### src/common/mmu_cfg.svh
`ifndef MMU_CFG_SVH
`define MMU_CFG_SVH

// tlb geometry
`define TLB_NUM     16
`define TLB_IDX_W   4

// entry field widths
`define ASID_W      10
`define PFN_W       20
`define VPN2_W      19
`define PS_W        6

// page size codes as log2 of the page size
`define PS_4K       6'd12
`define PS_2M       6'd21

// access types
`define MEM_LOAD    2'd0
`define MEM_STORE   2'd1
`define MEM_FETCH   2'd2

// exception codes
`define EXC_NONE    3'd0
`define EXC_TLBR    3'd1
`define EXC_PIL     3'd2
`define EXC_PIS     3'd3
`define EXC_PIF     3'd4
`define EXC_PME     3'd5
`define EXC_PPI     3'd6

`endif

### src/common/mmu_pkg.sv
`default_nettype none

package mmu_pkg;

    // window view as segment plus offset
    typedef struct packed {
        logic [2:0]  vseg;
        logic [28:0] offset;
    } win_view_t;

    // page view for 4 KB pairs
    typedef struct packed {
        logic [18:0] vpn2;
        logic        odd;
        logic [11:0] pg_off;
    } page_view_t;

    typedef union packed {
        win_view_t  win;
        page_view_t page;
    } vaddr_u;

endpackage

`default_nettype wire

### src/tlb/tlb_array.sv
`default_nettype none
`include "mmu_cfg.svh"

module tlb_array (
    input  logic                           clk,
    input  logic                           rst_n,
    input  logic                           tlb_we,
    input  logic [`TLB_IDX_W-1:0]          tlb_windex,
    input  logic [`VPN2_W-1:0]             tlb_wvpn2,
    input  logic [`ASID_W-1:0]             tlb_wasid,
    input  logic [`PS_W-1:0]               tlb_wps,
    input  logic                           tlb_we_bit,
    input  logic                           tlb_wg,
    input  logic [`PFN_W-1:0]              tlb_wpfn0,
    input  logic [1:0]                     tlb_wmat0,
    input  logic [1:0]                     tlb_wplv0,
    input  logic                           tlb_wd0,
    input  logic                           tlb_wv0,
    input  logic [`PFN_W-1:0]              tlb_wpfn1,
    input  logic [1:0]                     tlb_wmat1,
    input  logic [1:0]                     tlb_wplv1,
    input  logic                           tlb_wd1,
    input  logic                           tlb_wv1,
    input  logic                           inv_valid,
    input  logic [2:0]                     inv_op,
    input  logic [`ASID_W-1:0]             inv_asid,
    input  logic [31:0]                    inv_vaddr,
    output logic [`TLB_NUM-1:0]            ent_e,
    output logic [`TLB_NUM-1:0]            ent_g,
    output logic [`TLB_NUM*`ASID_W-1:0]    ent_asid,
    output logic [`TLB_NUM*`VPN2_W-1:0]    ent_vpn2,
    output logic [`TLB_NUM*`PS_W-1:0]      ent_ps,
    output logic [`TLB_NUM*`PFN_W-1:0]     ent_pfn0,
    output logic [`TLB_NUM*2-1:0]          ent_mat0,
    output logic [`TLB_NUM*2-1:0]          ent_plv0,
    output logic [`TLB_NUM-1:0]            ent_d0,
    output logic [`TLB_NUM-1:0]            ent_v0,
    output logic [`TLB_NUM*`PFN_W-1:0]     ent_pfn1,
    output logic [`TLB_NUM*2-1:0]          ent_mat1,
    output logic [`TLB_NUM*2-1:0]          ent_plv1,
    output logic [`TLB_NUM-1:0]            ent_d1,
    output logic [`TLB_NUM-1:0]            ent_v1
);
    localparam int N = `TLB_NUM;

    logic [N-1:0]             e_q;
    logic [N-1:0]             g_q;
    logic [`ASID_W-1:0]       asid_q [N];
    logic [`VPN2_W-1:0]       vpn2_q [N];
    logic [`PS_W-1:0]         ps_q [N];
    logic [`PFN_W-1:0]        pfn_q [N][2];
    logic [1:0]               mat_q [N][2];
    logic [1:0]               plv_q [N][2];
    logic [1:0][N-1:0]        d_q;
    logic [1:0][N-1:0]        v_q;
    logic [N-1:0]             asid_eq;
    logic [N-1:0]             vpn_eq;
    logic [N-1:0]             inv_hit;

    for (genvar i = 0; i < N; i++) begin : g_ent
        assign asid_eq[i] = asid_q[i] == inv_asid;
        assign vpn_eq[i]  = vpn2_q[i] == inv_vaddr[31:13];
        assign ent_asid[i*`ASID_W +: `ASID_W] = asid_q[i];
        assign ent_vpn2[i*`VPN2_W +: `VPN2_W] = vpn2_q[i];
        assign ent_ps[i*`PS_W +: `PS_W]       = ps_q[i];
        assign ent_pfn0[i*`PFN_W +: `PFN_W]   = pfn_q[i][0];
        assign ent_pfn1[i*`PFN_W +: `PFN_W]   = pfn_q[i][1];
        assign ent_mat0[i*2 +: 2]             = mat_q[i][0];
        assign ent_mat1[i*2 +: 2]             = mat_q[i][1];
        assign ent_plv0[i*2 +: 2]             = plv_q[i][0];
        assign ent_plv1[i*2 +: 2]             = plv_q[i][1];
    end

    assign ent_e  = e_q;
    assign ent_g  = g_q;
    assign ent_d0 = d_q[0];
    assign ent_d1 = d_q[1];
    assign ent_v0 = v_q[0];
    assign ent_v1 = v_q[1];

    // invtlb select per entry
    always_comb begin
        case (inv_op)
            3'd0, 3'd1: inv_hit = '1;
            3'd2:       inv_hit = g_q;
            3'd3:       inv_hit = ~g_q;
            3'd4:       inv_hit = ~g_q & asid_eq;
            3'd5:       inv_hit = ~g_q & asid_eq & vpn_eq;
            3'd6:       inv_hit = (g_q | asid_eq) & vpn_eq;
            default:    inv_hit = '0;
        endcase
    end

    // a write in the same cycle wins for its own index
    always_ff @(posedge clk or negedge rst_n) begin
        if (!rst_n) begin
            e_q <= '0;
        end else begin
            if (inv_valid)
                e_q <= e_q & ~inv_hit;
            if (tlb_we)
                e_q[tlb_windex] <= tlb_we_bit;
        end
    end

    always_ff @(posedge clk) begin
        if (tlb_we) begin
            g_q[tlb_windex]       <= tlb_wg;
            asid_q[tlb_windex]    <= tlb_wasid;
            vpn2_q[tlb_windex]    <= tlb_wvpn2;
            ps_q[tlb_windex]      <= tlb_wps;
            pfn_q[tlb_windex][0]  <= tlb_wpfn0;
            pfn_q[tlb_windex][1]  <= tlb_wpfn1;
            mat_q[tlb_windex][0]  <= tlb_wmat0;
            mat_q[tlb_windex][1]  <= tlb_wmat1;
            plv_q[tlb_windex][0]  <= tlb_wplv0;
            plv_q[tlb_windex][1]  <= tlb_wplv1;
            d_q[0][tlb_windex]    <= tlb_wd0;
            d_q[1][tlb_windex]    <= tlb_wd1;
            v_q[0][tlb_windex]    <= tlb_wv0;
            v_q[1][tlb_windex]    <= tlb_wv1;
        end
    end

endmodule

`default_nettype wire

### src/tlb/tlb_match.sv
`default_nettype none
`include "mmu_cfg.svh"

module tlb_match import mmu_pkg::*; (
    input  logic [`TLB_NUM-1:0]            ent_e,
    input  logic [`TLB_NUM-1:0]            ent_g,
    input  logic [`TLB_NUM*`ASID_W-1:0]    ent_asid,
    input  logic [`TLB_NUM*`VPN2_W-1:0]    ent_vpn2,
    input  logic [`TLB_NUM*`PS_W-1:0]      ent_ps,
    input  logic [`TLB_NUM*`PFN_W-1:0]     ent_pfn0,
    input  logic [`TLB_NUM*2-1:0]          ent_mat0,
    input  logic [`TLB_NUM*2-1:0]          ent_plv0,
    input  logic [`TLB_NUM-1:0]            ent_d0,
    input  logic [`TLB_NUM-1:0]            ent_v0,
    input  logic [`TLB_NUM*`PFN_W-1:0]     ent_pfn1,
    input  logic [`TLB_NUM*2-1:0]          ent_mat1,
    input  logic [`TLB_NUM*2-1:0]          ent_plv1,
    input  logic [`TLB_NUM-1:0]            ent_d1,
    input  logic [`TLB_NUM-1:0]            ent_v1,
    input  vaddr_u                         hold_vaddr,
    input  logic [`ASID_W-1:0]             hold_asid,
    output logic                           hit,
    output logic [`PFN_W-1:0]              hit_pfn,
    output logic [1:0]                     hit_mat,
    output logic [1:0]                     hit_plv,
    output logic                           hit_d,
    output logic                           hit_v,
    output logic [`PS_W-1:0]               hit_ps
);
    localparam int N = `TLB_NUM;

    logic [N-1:0] match;
    logic [N-1:0] odd;

    for (genvar i = 0; i < N; i++) begin : g_cmp
        logic is_2m;
        logic [`VPN2_W-1:0] vpn2;

        assign is_2m = ent_ps[i*`PS_W +: `PS_W] == `PS_2M;
        assign vpn2  = ent_vpn2[i*`VPN2_W +: `VPN2_W];
        // 2 MB pages skip the low nine vpn2 bits
        assign match[i] = ent_e[i]
                        && (ent_g[i] || ent_asid[i*`ASID_W +: `ASID_W] == hold_asid)
                        && vpn2[18:9] == hold_vaddr.page.vpn2[18:9]
                        && (is_2m || vpn2[8:0] == hold_vaddr.page.vpn2[8:0]);
        assign odd[i] = is_2m ? hold_vaddr[21] : hold_vaddr.page.odd;
    end

    assign hit = |match;

    // match is one-hot, so OR-ing the masked fields picks the entry
    always_comb begin
        hit_pfn = '0;
        hit_mat = '0;
        hit_plv = '0;
        hit_d   = 1'b0;
        hit_v   = 1'b0;
        hit_ps  = '0;
        for (int i = 0; i < N; i++) begin
            if (match[i]) begin
                hit_pfn |= odd[i] ? ent_pfn1[i*`PFN_W +: `PFN_W]
                                  : ent_pfn0[i*`PFN_W +: `PFN_W];
                hit_mat |= odd[i] ? ent_mat1[i*2 +: 2] : ent_mat0[i*2 +: 2];
                hit_plv |= odd[i] ? ent_plv1[i*2 +: 2] : ent_plv0[i*2 +: 2];
                hit_d   |= odd[i] ? ent_d1[i] : ent_d0[i];
                hit_v   |= odd[i] ? ent_v1[i] : ent_v0[i];
                hit_ps  |= ent_ps[i*`PS_W +: `PS_W];
            end
        end
    end

endmodule

`default_nettype wire

### src/verilog/dmw_check.sv
`default_nettype none

module dmw_check import mmu_pkg::*; (
    input  vaddr_u      hold_vaddr,
    input  logic [1:0]  hold_plv,
    input  logic        dmw0_plv0,
    input  logic        dmw0_plv3,
    input  logic [1:0]  dmw0_mat,
    input  logic [2:0]  dmw0_vseg,
    input  logic [2:0]  dmw0_pseg,
    input  logic        dmw1_plv0,
    input  logic        dmw1_plv3,
    input  logic [1:0]  dmw1_mat,
    input  logic [2:0]  dmw1_vseg,
    input  logic [2:0]  dmw1_pseg,
    output logic        dmw_hit,
    output logic [31:0] dmw_paddr,
    output logic [1:0]  dmw_mat
);
    logic win0_hit;
    logic win1_hit;

    function automatic logic win_ok(input logic [2:0] vseg, input logic plv0,
                                    input logic plv3, input logic [2:0] seg,
                                    input logic [1:0] plv);
        return vseg == seg
            && ((plv == 2'd0 && plv0) || (plv == 2'd3 && plv3));
    endfunction

    assign win0_hit = win_ok(dmw0_vseg, dmw0_plv0, dmw0_plv3, hold_vaddr.win.vseg, hold_plv);
    assign win1_hit = win_ok(dmw1_vseg, dmw1_plv0, dmw1_plv3, hold_vaddr.win.vseg, hold_plv);
    assign dmw_hit  = win0_hit || win1_hit;

    // window 0 first
    assign dmw_paddr = {win0_hit ? dmw0_pseg : dmw1_pseg, hold_vaddr.win.offset};
    assign dmw_mat   = win0_hit ? dmw0_mat : dmw1_mat;

endmodule

`default_nettype wire

### src/verilog/lookup_req.sv
`default_nettype none
`include "mmu_cfg.svh"

module lookup_req import mmu_pkg::*; (
    input  logic               clk,
    input  logic               rst_n,
    input  logic               req_valid,
    output logic               req_ready,
    input  logic [31:0]        req_vaddr,
    input  logic [`ASID_W-1:0] req_asid,
    input  logic [1:0]         req_plv,
    input  logic [1:0]         req_mem_type,
    input  logic               take,
    output logic               hold_valid,
    output vaddr_u             hold_vaddr,
    output logic [`ASID_W-1:0] hold_asid,
    output logic [1:0]         hold_plv,
    output logic [1:0]         hold_mem_type
);
    // free slot, or the held one leaves this cycle
    assign req_ready = !hold_valid || take;

    always_ff @(posedge clk or negedge rst_n) begin
        if (!rst_n)
            hold_valid <= 1'b0;
        else if (req_ready)
            hold_valid <= req_valid;
    end

    always_ff @(posedge clk) begin
        if (req_valid && req_ready) begin
            hold_vaddr    <= req_vaddr;
            hold_asid     <= req_asid;
            hold_plv      <= req_plv;
            hold_mem_type <= req_mem_type;
        end
    end

endmodule

`default_nettype wire

### src/verilog/mmu_top.sv
`default_nettype none
`include "mmu_cfg.svh"

module mmu_top import mmu_pkg::*; (
    input  logic                  clk,
    input  logic                  rst_n,
    input  logic                  req_valid,
    output logic                  req_ready,
    input  logic [31:0]           req_vaddr,
    input  logic [`ASID_W-1:0]    req_asid,
    input  logic [1:0]            req_plv,
    input  logic [1:0]            req_mem_type,
    output logic                  resp_valid,
    input  logic                  resp_ready,
    output logic [31:0]           resp_paddr,
    output logic [1:0]            resp_mat,
    output logic [2:0]            resp_exc,
    input  logic                  crmd_da,
    input  logic [1:0]            crmd_datm,
    input  logic                  dmw0_plv0,
    input  logic                  dmw0_plv3,
    input  logic [1:0]            dmw0_mat,
    input  logic [2:0]            dmw0_vseg,
    input  logic [2:0]            dmw0_pseg,
    input  logic                  dmw1_plv0,
    input  logic                  dmw1_plv3,
    input  logic [1:0]            dmw1_mat,
    input  logic [2:0]            dmw1_vseg,
    input  logic [2:0]            dmw1_pseg,
    input  logic                  tlb_we,
    input  logic [`TLB_IDX_W-1:0] tlb_windex,
    input  logic [`VPN2_W-1:0]    tlb_wvpn2,
    input  logic [`ASID_W-1:0]    tlb_wasid,
    input  logic [`PS_W-1:0]      tlb_wps,
    input  logic                  tlb_we_bit,
    input  logic                  tlb_wg,
    input  logic [`PFN_W-1:0]     tlb_wpfn0,
    input  logic [1:0]            tlb_wmat0,
    input  logic [1:0]            tlb_wplv0,
    input  logic                  tlb_wd0,
    input  logic                  tlb_wv0,
    input  logic [`PFN_W-1:0]     tlb_wpfn1,
    input  logic [1:0]            tlb_wmat1,
    input  logic [1:0]            tlb_wplv1,
    input  logic                  tlb_wd1,
    input  logic                  tlb_wv1,
    input  logic                  inv_valid,
    input  logic [2:0]            inv_op,
    input  logic [`ASID_W-1:0]    inv_asid,
    input  logic [31:0]           inv_vaddr
);
    logic                         take;
    logic                         hold_valid;
    vaddr_u                       hold_vaddr;
    logic [`ASID_W-1:0]           hold_asid;
    logic [1:0]                   hold_plv;
    logic [1:0]                   hold_mem_type;
    logic [`TLB_NUM-1:0]          ent_e, ent_g, ent_d0, ent_v0, ent_d1, ent_v1;
    logic [`TLB_NUM*`ASID_W-1:0]  ent_asid;
    logic [`TLB_NUM*`VPN2_W-1:0]  ent_vpn2;
    logic [`TLB_NUM*`PS_W-1:0]    ent_ps;
    logic [`TLB_NUM*`PFN_W-1:0]   ent_pfn0, ent_pfn1;
    logic [`TLB_NUM*2-1:0]        ent_mat0, ent_plv0, ent_mat1, ent_plv1;
    logic                         hit, hit_d, hit_v;
    logic [`PFN_W-1:0]            hit_pfn;
    logic [1:0]                   hit_mat, hit_plv;
    logic [`PS_W-1:0]             hit_ps;
    logic                         dmw_hit;
    logic [31:0]                  dmw_paddr;
    logic [1:0]                   dmw_mat;

    lookup_req lookup_req_i (.*);

    tlb_array tlb_array_i (.*);

    tlb_match tlb_match_i (.*);

    dmw_check dmw_check_i (.*);

    xlat_resp xlat_resp_i (.*);

endmodule

`default_nettype wire

### src/verilog/xlat_resp.sv
`default_nettype none
`include "mmu_cfg.svh"

module xlat_resp import mmu_pkg::*; (
    input  logic              clk,
    input  logic              rst_n,
    input  logic              hold_valid,
    input  vaddr_u            hold_vaddr,
    input  logic [1:0]        hold_plv,
    input  logic [1:0]        hold_mem_type,
    input  logic              crmd_da,
    input  logic [1:0]        crmd_datm,
    input  logic              hit,
    input  logic [`PFN_W-1:0] hit_pfn,
    input  logic [1:0]        hit_mat,
    input  logic [1:0]        hit_plv,
    input  logic              hit_d,
    input  logic              hit_v,
    input  logic [`PS_W-1:0]  hit_ps,
    input  logic              dmw_hit,
    input  logic [31:0]       dmw_paddr,
    input  logic [1:0]        dmw_mat,
    output logic              take,
    input  logic              resp_ready,
    output logic              resp_valid,
    output logic [31:0]       resp_paddr,
    output logic [1:0]        resp_mat,
    output logic [2:0]        resp_exc
);
    logic [31:0] paddr;
    logic [1:0]  mat;
    logic [2:0]  exc;

    assign take = hold_valid && (!resp_valid || resp_ready);

    always_comb begin
        paddr = '0;
        mat   = '0;
        exc   = `EXC_NONE;
        if (crmd_da) begin
            paddr = hold_vaddr;
            mat   = crmd_datm;
        end else if (dmw_hit) begin
            paddr = dmw_paddr;
            mat   = dmw_mat;
        end else if (!hit) begin
            exc = `EXC_TLBR;
        end else if (!hit_v) begin
            case (hold_mem_type)
                `MEM_FETCH: exc = `EXC_PIF;
                `MEM_STORE: exc = `EXC_PIS;
                default:    exc = `EXC_PIL;
            endcase
        end else if (hold_plv > hit_plv) begin
            exc = `EXC_PPI;
        end else if (hold_mem_type == `MEM_STORE && !hit_d) begin
            exc = `EXC_PME;
        end else begin
            // offset width follows the page size
            if (hit_ps == `PS_2M)
                paddr = {hit_pfn[19:9], hold_vaddr[20:0]};
            else
                paddr = {hit_pfn, hold_vaddr.page.pg_off};
            mat = hit_mat;
        end
    end

    always_ff @(posedge clk or negedge rst_n) begin
        if (!rst_n)
            resp_valid <= 1'b0;
        else if (take)
            resp_valid <= 1'b1;
        else if (resp_ready)
            resp_valid <= 1'b0;
    end

    always_ff @(posedge clk) begin
        if (take) begin
            resp_paddr <= paddr;
            resp_mat   <= mat;
            resp_exc   <= exc;
        end
    end

endmodule

`default_nettype wire
### config.mk
export PLATFORM = sky130hd
export DESIGN_NAME = mmu_top
export DESIGN_NICKNAME = d
export VERILOG_FILES = /design/src/common/mmu_pkg.sv /design/src/tlb/tlb_array.sv /design/src/tlb/tlb_match.sv /design/src/verilog/dmw_check.sv /design/src/verilog/lookup_req.sv /design/src/verilog/mmu_top.sv /design/src/verilog/xlat_resp.sv
export VERILOG_INCLUDE_DIRS = /design/src /design/src/common
export SDC_FILE = /design/constraint.sdc
export NUM_CORES = 2
export LEC_CHECK = 0
export BUFFER_PORTS_ARGS = -buffer_cell sky130_fd_sc_hd__buf_2
export CORE_ASPECT_RATIO = 1.4
export CORE_MARGIN = 3
export CORE_UTILIZATION = 40
export CTS_BUF_LIST = sky130_fd_sc_hd__clkbuf_2 sky130_fd_sc_hd__clkbuf_4 sky130_fd_sc_hd__clkbuf_8
export CTS_CLUSTER_DIAMETER = 100
export DETAILED_ROUTE_END_ITERATION = 10
export GPL_TIMING_DRIVEN = 0
export PLACE_DENSITY_LB_ADDON = 0.25
export SLEW_MARGIN = 20
export SYNTH_ARGS = -nofsm -noshare
export SYNTH_HDL_FRONTEND = slang
export SYNTH_SLANG_ARGS = --single-unit
### constraint.sdc
create_clock -name clk -period 5.61 [get_ports clk]
set_clock_uncertainty 0.15 [all_clocks]
set_input_delay 0.8415 -clock clk [delete_from_list [all_inputs] [get_ports clk]]
set_output_delay 0.8415 -clock clk [all_outputs]
set_load 0.01 [all_outputs]
==> results.txt <==
----------------------------------------------------
[Critical path]
  Kind of start point of the critical path ... flop
  Maximum net fanout on the critical path ... 10
  Worst Path Class, Setup ... flop to flop
  Data required time at the worst endpoint ... 6290 ps
  Worst EP arrival ... 6220 ps
  Kind of capture point of the worst setup path ... flop

[Place]
  Gpl congestion ... between 0.9 and 1
  Detailed placer's ending HPWL ... 182 mm
  Instance area after placement ... about 72,000 um^2
  Port Buffer Count ... 208
  Worst Setup Slack post-DPL ... -2300 ps

[Yosys]
  Top flip-flop cell by instance count after synthesis ... edfxtp_1
  Library cells used by synthesis ... between 60 and 70
  Ranking of synthesized cells by instance count ... edfxtp_1, xnor2_1, mux2i_1
  Post-synthesis net count ... 4,545
  Post-synthesis cell count ... 4,330
  Mean post-synth cell area ... approximately 15 um^2
  Post-synthesis async set-or-reset flop share ... 0.0119
  Cell Area, Synth ... between 60,000 and 70,000 um^2
  Most common cell in the synthesized netlist ... edfxtp_1
  Cell accounting for the most synthesized area ... edfxtp_1
  Synth warnings ... 0
  Cells taking the most area after synthesis ... edfxtp_1, xnor2_1, mux2i_1
  Count of flip-flops with a built-in enable after synthesis ... 1,491
  Yosys top cell area share ... 0.677
  Register bit total from synthesis ... approximately 1.5k
  Proportion of synthesized chip area in sequential cells ... 0.684

[GRT]
  Vias in the first global route ... approximately 43k
  Global Route Usage Sum ... 0.296
  Largest net degree at the start of global routing ... 38
  GR Util met3 ... 0.0645
  Total global routing overflow ... 0
  Wire length of the first global-routing pass ... 343 mm
  Global-route track usage on met1 ... 0.351
  Antenna violations before repair ... 21
  Met2 routing resource usage after global routing ... 0.482
  Peak-usage layer in the global routing report ... met2

[Drt]
  Number of vias after detailed routing ... 43.5k
  Antenna violation net count after detailed routing ... 0
  Routed Wire Length ... 256 mm
  DRC ... 0
  Routed len/inst ... ~35 um
  Via-to-Cell Ratio ... a little under 6
  Number of detailed-route iterations in the first pass ... 5
  DRC violation total after the first TritonRoute iteration ... 5,048

[Floorplan]
  Die area ... 170,000 um^2
  Cell Rows ... between 150 and 200
  Die width ... 350 um
  Die Y-Extent ... slightly below 500 um
  I/O pin count ... 252
  Area inside the core boundary ... 163,000 um^2
  Initial Util ... 0.405

[Timing]
  Transition at the pin with the smallest max-transition slack ... 1240 ps
  Final setup violation count ... 0
  Final Cycle Share ... 0.988
  Final-report max-slew violation count ... 0
  Final worst path period need ... 5540 ps
  Number of hold violations in the final report ... 0
  Unrepaired setup endpoints after global routing ... false
  Highest attainable clock frequency ... 0.180 GHz
  Final TNS setup ... 0 ps
  Relative slew slack ... 0.173
  Fin worst setup slack ... 67.4 ps

[Clocking]
  Clock-pin transition on the worst setup and hold timing paths ... 70 ps
  Clock buffers created by TritonCTS ... 234
  Clock root cell ... clkbuf_8
  Clock tree from TritonCTS ... yes
  CTS H-tree depth ... 4
  Source-to-sink clock delay at the later pin of the worst-skew pair ... 1010 ps
  Sinks on Clock Net ... ~1.5k
  Maximum root-to-sink buffer count ... 3

[Power]
  Static power due to leakage ... 26.7 nW
  Worst VDD drop ... 0.257 mV
  Cell area power density ... 305 nW/um^2

[Worst hold path]
  Type of the most critical hold path ... input pin to flop

[Run]
  Reported max-cap violation count ... 0

[Final layout]
  Final Instance Area ... 78,800 um^2
  Final Net Count ... 5,205
  Synthesis-to-finish area growth ... 19.2%
  Fraction of final layout cells sized beyond drive strength 1 ... 0.200
  Share of the core filled with cells ... 0.483

[Outcome]
  Status ... completed

----------------------------------------------------
## cell families after synthesis
family          synth area share
compound gates            0.0485
xor+xnor                   0.124
fa+ha+maj               0.000378
buf+inv                   0.0151
flops                      0.684
mux                       0.0648
simple gates              0.0635
## what timing repair did
item                                   in CTS  in global routing
pin swaps                                  14                 14
buffers inserted                           26                 25
hold buffers                               56                  0
setup endpoints to repair                  37                 34
endpoints found under the hold margin      93                  0
resized for setup                         143                 78
## routing by layer
| layer | up-vias | routed length (um) |
|---|---|---|
| li1 | 18057 | - |
| met1 | 22125 | 92200 |
| met2 | 2580 | 121000 |
| met3 | 706 | 22800 |
| met4 | 16 | 20600 |
| met5 | - | 91 |
## where the power goes
part           internal, W  switching, W
sequential          0.0127      0.000131
combinational     0.000669       0.00135
clock              0.00474       0.00447
total               0.0181       0.00595
## critical path, cell delays in order (launching register included)
cell	delay [ps]
edfxtp_1	320
buf_2	320
buf_4	330
xnor2_1	140
nand2_1	220
o31ai_4	390
buf_4	260
nand3_4	320
buf_4	360
o22ai_1	210
nor2_1	90
nand4_1	250
ha_1	210
inv_1	40
a21oi_1	170
a21oi_2	120
nor3_4	240
buf_12	150
nand4_1	620
a31oi_1	400
## placed cells by master (no fill, tap or decap), drive strengths merged, types with 21 or more instances in the layout
master / n
a21boi: 41
a21o: 24
a21oi: 23
buf: 453
clkbuf: 459
clkinv: 72
dlygate4sd3: 56
edfxtp: 1491
inv: 45
mux2: 21
mux2i: 403
nand2: 61
nand2b: 25
nand3: 129
nand4: 184
nor2: 108
nor3: 64
nor4: 127
o2111ai: 35
o21ai: 34
o221ai: 34
o22ai: 175
xnor2: 567
xor2: 368
## metrics by stage
step                power (W)  hold slack (ps)  std cells
floorplan              0.0140              299       4330
global placement       0.0149              311       6662
detailed placement     0.0149              329       6792
CTS                    0.0241            0.244       7279
global route           0.0247             43.8       7305
finish                 0.0240             71.5       7312
## flip-flops by register name, indices dropped and copies added, names as in the netlist, 3 cells and up
register                 flops
tlb_array_i.ent_v0          16
tlb_array_i.ent_g           16
tlb_array_i.ent_v1          16
tlb_array_i.ent_d1          16
xlat_resp_i.resp_paddr      32
tlb_array_i.mat_q           64
xlat_resp_i.resp_exc         3
tlb_array_i.asid_q         160
tlb_array_i.vpn2_q         304
tlb_array_i.ent_e           16
tlb_array_i.pfn_q          640
tlb_array_i.plv_q           64
lookup_req_i.hold_asid      10
tlb_array_i.ent_d0          16
tlb_array_i.ps_q            96
lookup_req_i.hold_vaddr     32
## final timing paths
kind / start / endpoint / slack [ps] / depth (start not counted)
max in group asynchronous: rst_n / tlb_array_i.ent_e[1] / 4810 / 2
worst min-delay path: tlb_wpfn0[10] / tlb_array_i.pfn_q[13][30] / 70 / 1
worst max register to register: lookup_req_i.hold_vaddr[13] / xlat_resp_i.resp_paddr[29] / 70 / 19
worst min register to register: lookup_req_i.hold_valid / xlat_resp_i.resp_valid / 340 / 1
min in group asynchronous: rst_n / xlat_resp_i.resp_valid / 160 / 2
worst max-delay path: lookup_req_i.hold_vaddr[13] / xlat_resp_i.resp_paddr[29] / 70 / 19
## layout make-up
type / instances / area, um^2
fill: 14084 / 84500
multi-input combinational: 2575 / 20900
clock buffer: 331 / 3970
inverter: 33 / 124
sequential: 1509 / 45200
buffer: 192 / 1070
antenna: 14 / 35.0
tap: 2124 / 2660
clock inverter: 89 / 568
timing repair buffer: 445 / 4330
(Power assumes the default switching activity.)
